[config.mk]
export PLATFORM = sky130hd
export DESIGN_NAME = instruction_decoder
export DESIGN_NICKNAME = d
export VERILOG_FILES = /design/src/logic/mips_pkg.sv /design/src/logic/alu.sv /design/src/logic/register_file.sv /design/src/logic/load_store_unit.sv /design/src/logic/decode_fsm.sv /design/src/logic/instruction_decoder.sv
export SDC_FILE = /design/constraint.sdc
export NUM_CORES = 2
export LEC_CHECK = 0
export BUFFER_PORTS_ARGS = -buffer_cell sky130_fd_sc_hd__buf_2
export CAP_MARGIN = 20
export CORE_MARGIN = 3
export CORE_UTILIZATION = 30
export CTS_CLUSTER_DIAMETER = 100
export DETAILED_ROUTE_END_ITERATION = 8
export PLACE_DENSITY = 0.48
export SETUP_SLACK_MARGIN = 0.4
export SLEW_MARGIN = 20
export SYNTH_ARGS = -nofsm -noshare
export SYNTH_HDL_FRONTEND = slang
export SYNTH_SLANG_ARGS = --single-unit
[constraint.sdc]
create_clock -name clk -period 6.7 [get_ports clk]
set_input_delay 1.34 -clock clk [delete_from_list [all_inputs] [get_ports clk]]
set_output_delay 1.34 -clock clk [all_outputs]
set_load 0.01 [all_outputs]
[src/logic/mips_pkg.sv]
`default_nettype none

package mips_pkg;

	// ##################################################
	// basic data types.
	// ##################################################

	typedef logic [31:0] word_t;
	typedef logic [4:0] reg_idx_t;

	// register format, used by all SPECIAL opcodes.
	typedef struct packed {
		logic [5:0] opcode;
		reg_idx_t rs;
		reg_idx_t rt;
		reg_idx_t rd;
		logic [4:0] shamt;
		logic [5:0] funct;
	} r_fields_t;

	// immediate format, used by loads and stores.
	typedef struct packed {
		logic [5:0] opcode;
		reg_idx_t rs;
		reg_idx_t rt;
		logic [15:0] imm;
	} i_fields_t;

	// the decoder looks at the same word through both formats.
	typedef union packed {
		r_fields_t r;
		i_fields_t i;
	} instr_t;

	typedef enum logic [3:0] {
		ALU_SLL  = 4'd0,
		ALU_SRL  = 4'd1,
		ALU_SRA  = 4'd2,
		ALU_ADD  = 4'd3,
		ALU_ADDU = 4'd4,
		ALU_SUB  = 4'd5,
		ALU_SUBU = 4'd6,
		ALU_AND  = 4'd7,
		ALU_OR   = 4'd8,
		ALU_XOR  = 4'd9,
		ALU_NOR  = 4'd10,
		ALU_SLT  = 4'd11
	} alu_op_t;

	typedef enum logic [1:0] {
		MEM_BYTE = 2'd0,
		MEM_HALF = 2'd1,
		MEM_WORD = 2'd2
	} mem_width_t;

	// request bundle towards the byte-banked data memory.
	typedef struct packed {
		logic en;
		logic we;
		logic [3:0] bank_select; // bit 3 is the byte at offset 0.
		logic [9:0] addr; // word address.
		word_t di;
	} mem_req_t;

	// ##################################################
	// opcodes and function codes.
	// ##################################################

	localparam logic [5:0] OPCODE_SPECIAL = 6'h00;
	localparam logic [5:0] OP_LB  = 6'h20;
	localparam logic [5:0] OP_LH  = 6'h21;
	localparam logic [5:0] OP_LW  = 6'h23;
	localparam logic [5:0] OP_LBU = 6'h24;
	localparam logic [5:0] OP_LHU = 6'h25;
	localparam logic [5:0] OP_SB  = 6'h28;
	localparam logic [5:0] OP_SH  = 6'h29;
	localparam logic [5:0] OP_SW  = 6'h2B;

	localparam logic [5:0] FUNCT_SLL  = 6'h00;
	localparam logic [5:0] FUNCT_SRL  = 6'h02;
	localparam logic [5:0] FUNCT_SRA  = 6'h03;
	localparam logic [5:0] FUNCT_ADD  = 6'h20;
	localparam logic [5:0] FUNCT_ADDU = 6'h21;
	localparam logic [5:0] FUNCT_SUB  = 6'h22;
	localparam logic [5:0] FUNCT_SUBU = 6'h23;
	localparam logic [5:0] FUNCT_AND  = 6'h24;
	localparam logic [5:0] FUNCT_OR   = 6'h25;
	localparam logic [5:0] FUNCT_XOR  = 6'h26;
	localparam logic [5:0] FUNCT_NOR  = 6'h27;
	localparam logic [5:0] FUNCT_SLT  = 6'h2A;

endpackage

`default_nettype wire

[src/logic/alu.sv]
`default_nettype none

module alu (
	input  mips_pkg::alu_op_t op,
	input  mips_pkg::word_t s_value,
	input  mips_pkg::word_t t_value,
	input  logic [4:0] shamt,
	output mips_pkg::word_t result
);

	mips_pkg::word_t sum;
	mips_pkg::word_t diff;
	logic less;

	assign sum = s_value + t_value; // wraps, overflow is not trapped.
	assign diff = s_value - t_value;
	assign less = $signed(s_value) < $signed(t_value);

	always_comb
	begin
		case (op)
			mips_pkg::ALU_SLL:  result = t_value << shamt;
			mips_pkg::ALU_SRL:  result = t_value >> shamt;
			mips_pkg::ALU_SRA:  result = $signed(t_value) >>> shamt;
			mips_pkg::ALU_ADD,
			mips_pkg::ALU_ADDU: result = sum;
			mips_pkg::ALU_SUB,
			mips_pkg::ALU_SUBU: result = diff;
			mips_pkg::ALU_AND:  result = s_value & t_value;
			mips_pkg::ALU_OR:   result = s_value | t_value;
			mips_pkg::ALU_XOR:  result = s_value ^ t_value;
			mips_pkg::ALU_NOR:  result = ~(s_value | t_value);
			mips_pkg::ALU_SLT:  result = {31'd0, less};
			default:            result = '0;
		endcase
	end

endmodule

`default_nettype wire

[src/logic/register_file.sv]
`default_nettype none

module register_file (
	input  logic clk,
	input  logic reset,
	input  logic rd_en,
	input  mips_pkg::reg_idx_t rs_idx,
	input  mips_pkg::reg_idx_t rt_idx,
	input  logic we,
	input  mips_pkg::reg_idx_t wr_idx,
	input  mips_pkg::word_t wr_data,
	output mips_pkg::word_t s_value,
	output mips_pkg::word_t t_value
);

	// register 0 has no storage.
	mips_pkg::word_t regs [1:31];

	always_ff @(posedge clk)
	begin
		if (reset)
		begin
			for (int i = 1; i < 32; i++)
				regs[i] <= '0;
		end
		else if (we && wr_idx != '0)
		begin
			regs[wr_idx] <= wr_data;
		end
	end

	// operands are sampled once per instruction and held.
	always_ff @(posedge clk)
	begin
		if (rd_en)
		begin
			s_value <= (rs_idx == '0) ? '0 : regs[rs_idx];
			t_value <= (rt_idx == '0) ? '0 : regs[rt_idx];
		end
	end

endmodule

`default_nettype wire

[src/logic/load_store_unit.sv]
`default_nettype none

module load_store_unit #(
	parameter int MEM_ADDR_WIDTH = 10
) (
	input  logic clk,
	input  logic reset,
	input  logic start,
	input  logic store,
	input  mips_pkg::mem_width_t width,
	input  logic signed_load,
	input  mips_pkg::word_t base,
	input  logic [15:0] offset,
	input  mips_pkg::word_t store_data,
	output mips_pkg::mem_req_t mem_req,
	input  mips_pkg::word_t mem_do,
	input  logic mem_do_ack,
	output logic done,
	output mips_pkg::word_t load_data
);

	mips_pkg::word_t eff_addr;
	logic [1:0] lane;
	logic [3:0] banks;
	mips_pkg::word_t lane_data;
	logic [MEM_ADDR_WIDTH-1:0] word_addr;

	logic [1:0] lane_q;
	mips_pkg::mem_width_t width_q;
	logic signed_q;
	mips_pkg::word_t shifted;

	// ##################################################
	// address and lane selection.
	// ##################################################

	assign eff_addr = base + {{16{offset[15]}}, offset};
	assign word_addr = eff_addr[MEM_ADDR_WIDTH+1:2];

	always_comb
	begin
		case (width)
			mips_pkg::MEM_BYTE:
			begin
				lane = eff_addr[1:0];
				banks = 4'b1000 >> lane;
				lane_data = {4{store_data[7:0]}}; // memory keeps only the enabled bank.
			end
			mips_pkg::MEM_HALF:
			begin
				lane = {eff_addr[1], 1'b0};
				banks = lane[1] ? 4'b0011 : 4'b1100;
				lane_data = {2{store_data[15:0]}};
			end
			default:
			begin
				lane = 2'b00;
				banks = 4'b1111;
				lane_data = store_data;
			end
		endcase
	end

	always_ff @(posedge clk)
	begin
		if (reset)
		begin
			mem_req <= '0;
			done <= 1'b0;
		end
		else
		begin
			done <= 1'b0;
			if (start)
			begin
				mem_req.en <= 1'b1;
				mem_req.we <= store;
				mem_req.bank_select <= banks;
				mem_req.addr <= word_addr;
				mem_req.di <= store ? lane_data : '0;
			end
			else if (mem_req.en && mem_do_ack)
			begin
				mem_req.en <= 1'b0;
				mem_req.we <= 1'b0;
				done <= 1'b1;
			end
		end
	end

	// ##################################################
	// load data extraction.
	// ##################################################

	// move the addressed lane up to bits 31 and below.
	assign shifted = mem_do << {lane_q, 3'b000};

	always_ff @(posedge clk)
	begin
		if (start)
		begin
			lane_q <= lane;
			width_q <= width;
			signed_q <= signed_load;
		end
		if (mem_req.en && mem_do_ack)
		begin
			case (width_q)
				mips_pkg::MEM_BYTE:
					load_data <= {{24{signed_q & shifted[31]}}, shifted[31:24]};
				mips_pkg::MEM_HALF:
					load_data <= {{16{signed_q & shifted[31]}}, shifted[31:16]};
				default:
					load_data <= mem_do;
			endcase
		end
	end

endmodule

`default_nettype wire

[src/logic/decode_fsm.sv]
`default_nettype none

module decode_fsm (
	input  logic clk,
	input  logic reset,
	input  logic data_in_ready,
	input  mips_pkg::word_t data_in,
	output logic ack_prev,
	output logic data_out_ready,
	output mips_pkg::word_t data_out,
	input  logic ack_next,
	output logic rf_rd_en,
	output mips_pkg::reg_idx_t rs_idx,
	output mips_pkg::reg_idx_t rt_idx,
	output logic rf_we,
	output mips_pkg::reg_idx_t rf_wr_idx,
	output mips_pkg::word_t rf_wr_data,
	output mips_pkg::alu_op_t alu_op,
	output logic [4:0] shamt,
	input  mips_pkg::word_t alu_result,
	input  mips_pkg::word_t rt_value,
	output logic mem_start,
	output logic mem_store,
	output mips_pkg::mem_width_t mem_width,
	output logic mem_signed,
	output logic [15:0] imm,
	input  logic mem_done,
	input  mips_pkg::word_t load_data
);

	typedef enum logic [2:0] {
		S_IDLE, S_READ, S_EXEC, S_MEM_WAIT, S_WRITE_BACK, S_WAIT_ACK
	} state_t;

	typedef enum logic [1:0] {
		K_RTYPE, K_LOAD, K_STORE, K_UNSUPPORTED
	} kind_t;

	state_t state;
	kind_t kind;
	mips_pkg::instr_t instr_q;
	mips_pkg::word_t result_q;

	// ##################################################
	// decode of the held instruction word.
	// ##################################################

	always_comb
	begin
		kind = K_UNSUPPORTED;
		alu_op = mips_pkg::ALU_ADD;
		mem_width = mips_pkg::MEM_WORD;
		mem_signed = 1'b0;
		if (instr_q.r.opcode == mips_pkg::OPCODE_SPECIAL)
		begin
			kind = K_RTYPE;
			case (instr_q.r.funct)
				mips_pkg::FUNCT_SLL:  alu_op = mips_pkg::ALU_SLL;
				mips_pkg::FUNCT_SRL:  alu_op = mips_pkg::ALU_SRL;
				mips_pkg::FUNCT_SRA:  alu_op = mips_pkg::ALU_SRA;
				mips_pkg::FUNCT_ADD:  alu_op = mips_pkg::ALU_ADD;
				mips_pkg::FUNCT_ADDU: alu_op = mips_pkg::ALU_ADDU;
				mips_pkg::FUNCT_SUB:  alu_op = mips_pkg::ALU_SUB;
				mips_pkg::FUNCT_SUBU: alu_op = mips_pkg::ALU_SUBU;
				mips_pkg::FUNCT_AND:  alu_op = mips_pkg::ALU_AND;
				mips_pkg::FUNCT_OR:   alu_op = mips_pkg::ALU_OR;
				mips_pkg::FUNCT_XOR:  alu_op = mips_pkg::ALU_XOR;
				mips_pkg::FUNCT_NOR:  alu_op = mips_pkg::ALU_NOR;
				mips_pkg::FUNCT_SLT:  alu_op = mips_pkg::ALU_SLT;
				default:              kind = K_UNSUPPORTED; // unknown funct.
			endcase
		end
		else
		begin
			case (instr_q.i.opcode)
				mips_pkg::OP_LW:  kind = K_LOAD;
				mips_pkg::OP_SW:  kind = K_STORE;
				mips_pkg::OP_LH, mips_pkg::OP_LHU, mips_pkg::OP_SH:
				begin
					kind = (instr_q.i.opcode == mips_pkg::OP_SH) ? K_STORE : K_LOAD;
					mem_width = mips_pkg::MEM_HALF;
				end
				mips_pkg::OP_LB, mips_pkg::OP_LBU, mips_pkg::OP_SB:
				begin
					kind = (instr_q.i.opcode == mips_pkg::OP_SB) ? K_STORE : K_LOAD;
					mem_width = mips_pkg::MEM_BYTE;
				end
				default: kind = K_UNSUPPORTED;
			endcase
			// only the plain lh and lb extend the sign.
			mem_signed = (instr_q.i.opcode == mips_pkg::OP_LH) ||
				(instr_q.i.opcode == mips_pkg::OP_LB);
		end
	end

	assign rs_idx = instr_q.r.rs;
	assign rt_idx = instr_q.r.rt;
	assign shamt = instr_q.r.shamt;
	assign imm = instr_q.i.imm;

	assign rf_rd_en = (state == S_READ);
	assign mem_start = (state == S_EXEC) && (kind == K_LOAD || kind == K_STORE);
	assign mem_store = (kind == K_STORE);

	// R-type results go to rd, load results go to rt.
	assign rf_we = (state == S_WRITE_BACK) && (kind == K_RTYPE || kind == K_LOAD);
	assign rf_wr_idx = (kind == K_RTYPE) ? instr_q.r.rd : instr_q.i.rt;
	assign rf_wr_data = result_q;

	assign data_out_ready = (state == S_WAIT_ACK);

	// ##################################################
	// sequencing and handshakes.
	// ##################################################

	always_ff @(posedge clk)
	begin
		if (reset)
		begin
			state <= S_IDLE;
			ack_prev <= 1'b0;
			data_out <= '0;
		end
		else
		begin
			ack_prev <= 1'b0; // a single cycle pulse.
			case (state)
				S_IDLE:
				begin
					if (data_in_ready)
					begin
						ack_prev <= 1'b1;
						state <= S_READ;
					end
				end
				S_READ: state <= S_EXEC; // operands are latched here.
				S_EXEC:
				begin
					if (kind == K_LOAD || kind == K_STORE)
						state <= S_MEM_WAIT;
					else
						state <= S_WRITE_BACK;
				end
				S_MEM_WAIT:
				begin
					if (mem_done)
						state <= S_WRITE_BACK;
				end
				S_WRITE_BACK:
				begin
					data_out <= result_q;
					state <= S_WAIT_ACK;
				end
				S_WAIT_ACK:
				begin
					if (ack_next)
						state <= S_IDLE;
				end
				default: state <= S_IDLE;
			endcase
		end
	end

	always_ff @(posedge clk)
	begin
		if (state == S_IDLE && data_in_ready)
			instr_q <= data_in;
		if (state == S_EXEC)
			result_q <= (kind == K_RTYPE) ? alu_result : '0; // unsupported gives zero.
		if (state == S_MEM_WAIT && mem_done)
			result_q <= (kind == K_LOAD) ? load_data : rt_value;
	end

endmodule

`default_nettype wire

[src/logic/instruction_decoder.sv]
`default_nettype none

module instruction_decoder #(
	parameter int MEM_ADDR_WIDTH = 10
) (
	input  logic clk,
	input  logic reset,
	input  logic data_in_ready,
	input  mips_pkg::word_t data_in,
	output logic ack_prev,
	output logic data_out_ready,
	output mips_pkg::word_t data_out,
	input  logic ack_next,
	output mips_pkg::mem_req_t mem_req,
	input  mips_pkg::word_t mem_do,
	input  logic mem_do_ack
);

	logic rf_rd_en;
	mips_pkg::reg_idx_t rs_idx;
	mips_pkg::reg_idx_t rt_idx;
	logic rf_we;
	mips_pkg::reg_idx_t rf_wr_idx;
	mips_pkg::word_t rf_wr_data;
	mips_pkg::word_t s_value;
	mips_pkg::word_t t_value;

	mips_pkg::alu_op_t alu_op;
	logic [4:0] shamt;
	mips_pkg::word_t alu_result;

	logic mem_start;
	logic mem_store;
	mips_pkg::mem_width_t mem_width;
	logic mem_signed;
	logic [15:0] imm;
	logic mem_done;
	mips_pkg::word_t load_data;

	decode_fsm u_fsm (
		.clk(clk),
		.reset(reset),
		.data_in_ready(data_in_ready),
		.data_in(data_in),
		.ack_prev(ack_prev),
		.data_out_ready(data_out_ready),
		.data_out(data_out),
		.ack_next(ack_next),
		.rf_rd_en(rf_rd_en),
		.rs_idx(rs_idx),
		.rt_idx(rt_idx),
		.rf_we(rf_we),
		.rf_wr_idx(rf_wr_idx),
		.rf_wr_data(rf_wr_data),
		.alu_op(alu_op),
		.shamt(shamt),
		.alu_result(alu_result),
		.rt_value(t_value),
		.mem_start(mem_start),
		.mem_store(mem_store),
		.mem_width(mem_width),
		.mem_signed(mem_signed),
		.imm(imm),
		.mem_done(mem_done),
		.load_data(load_data)
	);

	register_file u_regs (
		.clk(clk),
		.reset(reset),
		.rd_en(rf_rd_en),
		.rs_idx(rs_idx),
		.rt_idx(rt_idx),
		.we(rf_we),
		.wr_idx(rf_wr_idx),
		.wr_data(rf_wr_data),
		.s_value(s_value),
		.t_value(t_value)
	);

	alu u_alu (
		.op(alu_op),
		.s_value(s_value),
		.t_value(t_value),
		.shamt(shamt),
		.result(alu_result)
	);

	// the base comes from rs and the store data from rt.
	load_store_unit #(
		.MEM_ADDR_WIDTH(MEM_ADDR_WIDTH)
	) u_lsu (
		.clk(clk),
		.reset(reset),
		.start(mem_start),
		.store(mem_store),
		.width(mem_width),
		.signed_load(mem_signed),
		.base(s_value),
		.offset(imm),
		.store_data(t_value),
		.mem_req(mem_req),
		.mem_do(mem_do),
		.mem_do_ack(mem_do_ack),
		.done(mem_done),
		.load_data(load_data)
	);

endmodule

`default_nettype wire

==> flow_summary.json <==
{
  "cts_made_buffers": 157,
  "ctsResizeCount": 0,
  "grt_overflow": 0,
  "synth-xor-area-share_pct": 0.4584,
  "initial_core_util_pct": 30.24,
  "hpwl_mm": 211.9,
  "grt_max_degree": 107,
  "antenna_found_initial": 41,
  "first_global_vias": 51210,
  "muxShareOfSynthArea_pct": 22.06,
  "outcome": "finished, final reports clean",
  "ir_worst_vdd_mv": 0.2835,
  "skew_ns": 0.03435,
  "postCtsSetupBuffers": 0,
  "hp-start": "u_lsu.mem_req[16]",
  "clk_pin_slew_ns": 0.06,
  "crit_buf_inv": 2,
  "die_x_um": 504.4,
  "fp.dieH_um": 504.4,
  "viasPerCell": 5.719,
  "cp_common_cell": "nand2_1",
  "drc": 0,
  "syn-cell-area_um2": 74510,
  "slowest_delay_ns": 0.79,
  "cts_max_level": 4,
  "yosys_warnings": 0,
  "cp-start-kind": "flip-flop",
  "dr.pass1.iters": 7,
  "cts_sinks": 1274,
  "cp_max_fo": 33,
  "ys_ff_latch": 1274,
  "timing.fmax_ghz": 0.1870,
  "synth_top_family_by_area": "multiplexers",
  "layout.cells.non_filler": 9135,
  "synth_top_cell_by_area": "edfxtp_1",
  "crit_start": "u_fsm.instr_q[26]",
  "drive_gt1_share_pct": 23.44,
  "cap_violations": 0,
  "fin_ws_ns": 1.352,
  "cts_tree": "done",
  "io_pins": 151,
  "cts_max_path_buffers": 3,
  "p_leak_uw": 0.03042,
  "totalWireLength_mm": 316.1,
  "clock_latency_ns": 0.83,
  "syn2layout_area_growth_pct": 13.28,
  "cts_hold_buf": 0,
  "rows": 182,
  "reg2reg_from": "u_fsm.instr_q[26]",
  "dieArea_um2": 254400,
  "synth.avg_cell_area_um2": 13.06,
  "crit_family": "simple AND/OR/NAND/NOR gates",
  "hold_slack_ns": 0.4451,
  "synthSimpleGateAreaFrac_pct": 13.57,
  "dp_cells": 8842,
  "n_fill_cell": 24090,
  "yosys.cell_types.count": 100,
  "worst_setup_path_end_kind": "flip-flop",
  "ant_nets": 0,
  "nets": 5889,
  "setup_tns_ns": 0,
  "slew_violations": 0,
  "path_cells": "nor4_4 > nand2_1 > a21oi_1 > a31oi_1 > inv_1 > ha_1 > mux2i_1 > nor3b_1 > nand2_1 > nor2_4 > buf_4 > or2_2",
  "synth_adder_area_share_pct": 2.213,
  "finalSetupViolCount": 0,
  "synth_edf_count": 1189,
  "synth_compound_area_share_pct": 7.771,
  "worstPathRequired_ns": 7.14,
  "relSlewSlack_pct": 20.77,
  "crit_slowest_cell": "or2_2",
  "hold_viol": 0,
  "port_buffers": 150,
  "fin_crit_ns": 5.348,
  "place_ws_ns": 1.424,
  "async_reset_ff_share_pct": 0,
  "vias": 52240,
  "core_um2": 246400,
  "p_per_area_nw_per_um2": 368.6,
  "cp.arrival_ns": 5.79,
  "globalRouteTotalUtil_pct": 24.30,
  "routedWlPerCell_um": 34.61,
  "timing.final.crit_share_pct": 79.83,
  "gp_congestion": 0.9762,
  "drt-initial-drc-count": 7108,
  "synth_top_flop_cell": "edfxtp_1",
  "grt_pass1_wl_mm": 436.0,
  "ctsRootBufferMaster": "clkbuf_16",
  "synth_top_area_share_pct": 47.92,
  "synth_seq_area_share_pct": 50.20,
  "synth_cells": 5705,
  "worst_pin_slew_ns": 1.185,
  "synth_area_leaders": "edfxtp_1 (48%), mux4_2 (18%), and2_1 (8.4%), mux2i_1 (3.1%), dfxtp_1 (2.3%)",
  "rsz0062_at_grt": "no",
  "path_class": "flip-flop to flip-flop",
  "min_path_type": "flip-flop to flip-flop"
}
## cell type report
class	count	area [µm²]	share of cell area (%)
Antenna cell	7	17.52	0.02075
Inverter	119	451.7	0.5352
Multi-Input combinational cell	3779	34800	41.24
Sequential cell	1274	37410	44.32
Tap cell	3312	4144	4.910
Timing Repair Buffer	359	2516	2.981
Clock inverter	95	915.9	1.085
Clock buffer	190	4146	4.913
## worst register-to-register path, cell delays in order (launching register included)
cell      delay, ns
edfxtp_1       0.64
nor4_4         0.48
nand2_1        0.15
a21oi_1        0.23
a31oi_1        0.11
inv_1          0.12
ha_1           0.53
mux2i_1        0.33
nor3b_1        0.28
nand2_1        0.66
nor2_4         0.26
buf_4          0.36
or2_2          0.80
## worst paths after layout
kind | end | slack (ns) | depth (start not counted)
setup / recovery | u_regs.regs[21][9] | 1.35 | 12
hold / removal | u_lsu.mem_req[16] | 0.45 | 2
setup reg to reg | u_regs.regs[21][9] | 1.35 | 12
hold reg to reg | u_lsu.mem_req[16] | 0.45 | 2
## cells by family after synthesis
| logic type | count (synthesis) |
|---|---|
| muxes | 882 |
| AOI/OAI and AO/OA | 848 |
| other | 1 |
| xor gates and xnor gates | 39 |
| DFF | 1274 |
| adders and majority gates | 130 |
| buffers and inverters | 683 |
| and+or+nand+nor | 1848 |
## routing by layer
metal	share of wire, %	track usage, %	up-vias	routed length [µm]
met5	0.034	0	-	108
met4	4.4	9.211	16	13780
met3	9.0	5.305	492	28490
met2	44	36.68	2812	140000
met1	42	34.11	27280	133700
li1	-	-	21650	-
## metrics by stage
step           total power [µW]  cell area [µm²]  util [%]
5_1_grt                   32110            84380     34.25
4_1_cts                   31020            84360     34.24
3_3_place_gp              22430            79240     32.16
6_report                  31110            84400     34.26
2_1_floorplan             17220            74630         -
3_5_place_dp              22430            79300     32.18
## report_power, final
part	internal, µW	switching, µW
logic	4220	8220
clock network	4830	3720
registers	9400	728
total	18400	12700
## placed cells by master (no fill, tap or decap), types with 151 or more instances in the layout
master	instances
clkbuf_16	160
buf_2	151
nand2_1	287
mux4_2	603
a21oi_1	209
edfxtp_1	1189
buf_4	191
nor2_1	269
mux2i_1	231
and2_1	1003
## synth_stat cells (44+ instances only)
cell type / count
a211oi_1: 59
a21oi_1: 209
a221oi_1: 58
and2_1: 1005
buf_1: 52
buf_2: 77
clkbuf_1: 412
dfxtp_1: 85
edfxtp_1: 1189
ha_1: 127
inv_1: 115
mux2_2: 48
mux2i_1: 231
mux4_2: 603
nand2_1: 289
nor2_1: 304
nor3_1: 52
o211ai_1: 44
o21ai_0: 141
o22ai_1: 46
## flip-flops by register name (all words and copies together), names as in the netlist, 3 cells and up
name and flops:
u_regs.s_value 32, u_regs.regs 1024, u_fsm.state 3, u_regs.t_value 32, u_lsu.load_data 32, u_fsm.instr_q 32, u_fsm.data_out 32, u_lsu.mem_req 48
u_fsm.rf_wr_data 32
Note: power is estimated with default switching activity, not from simulation.
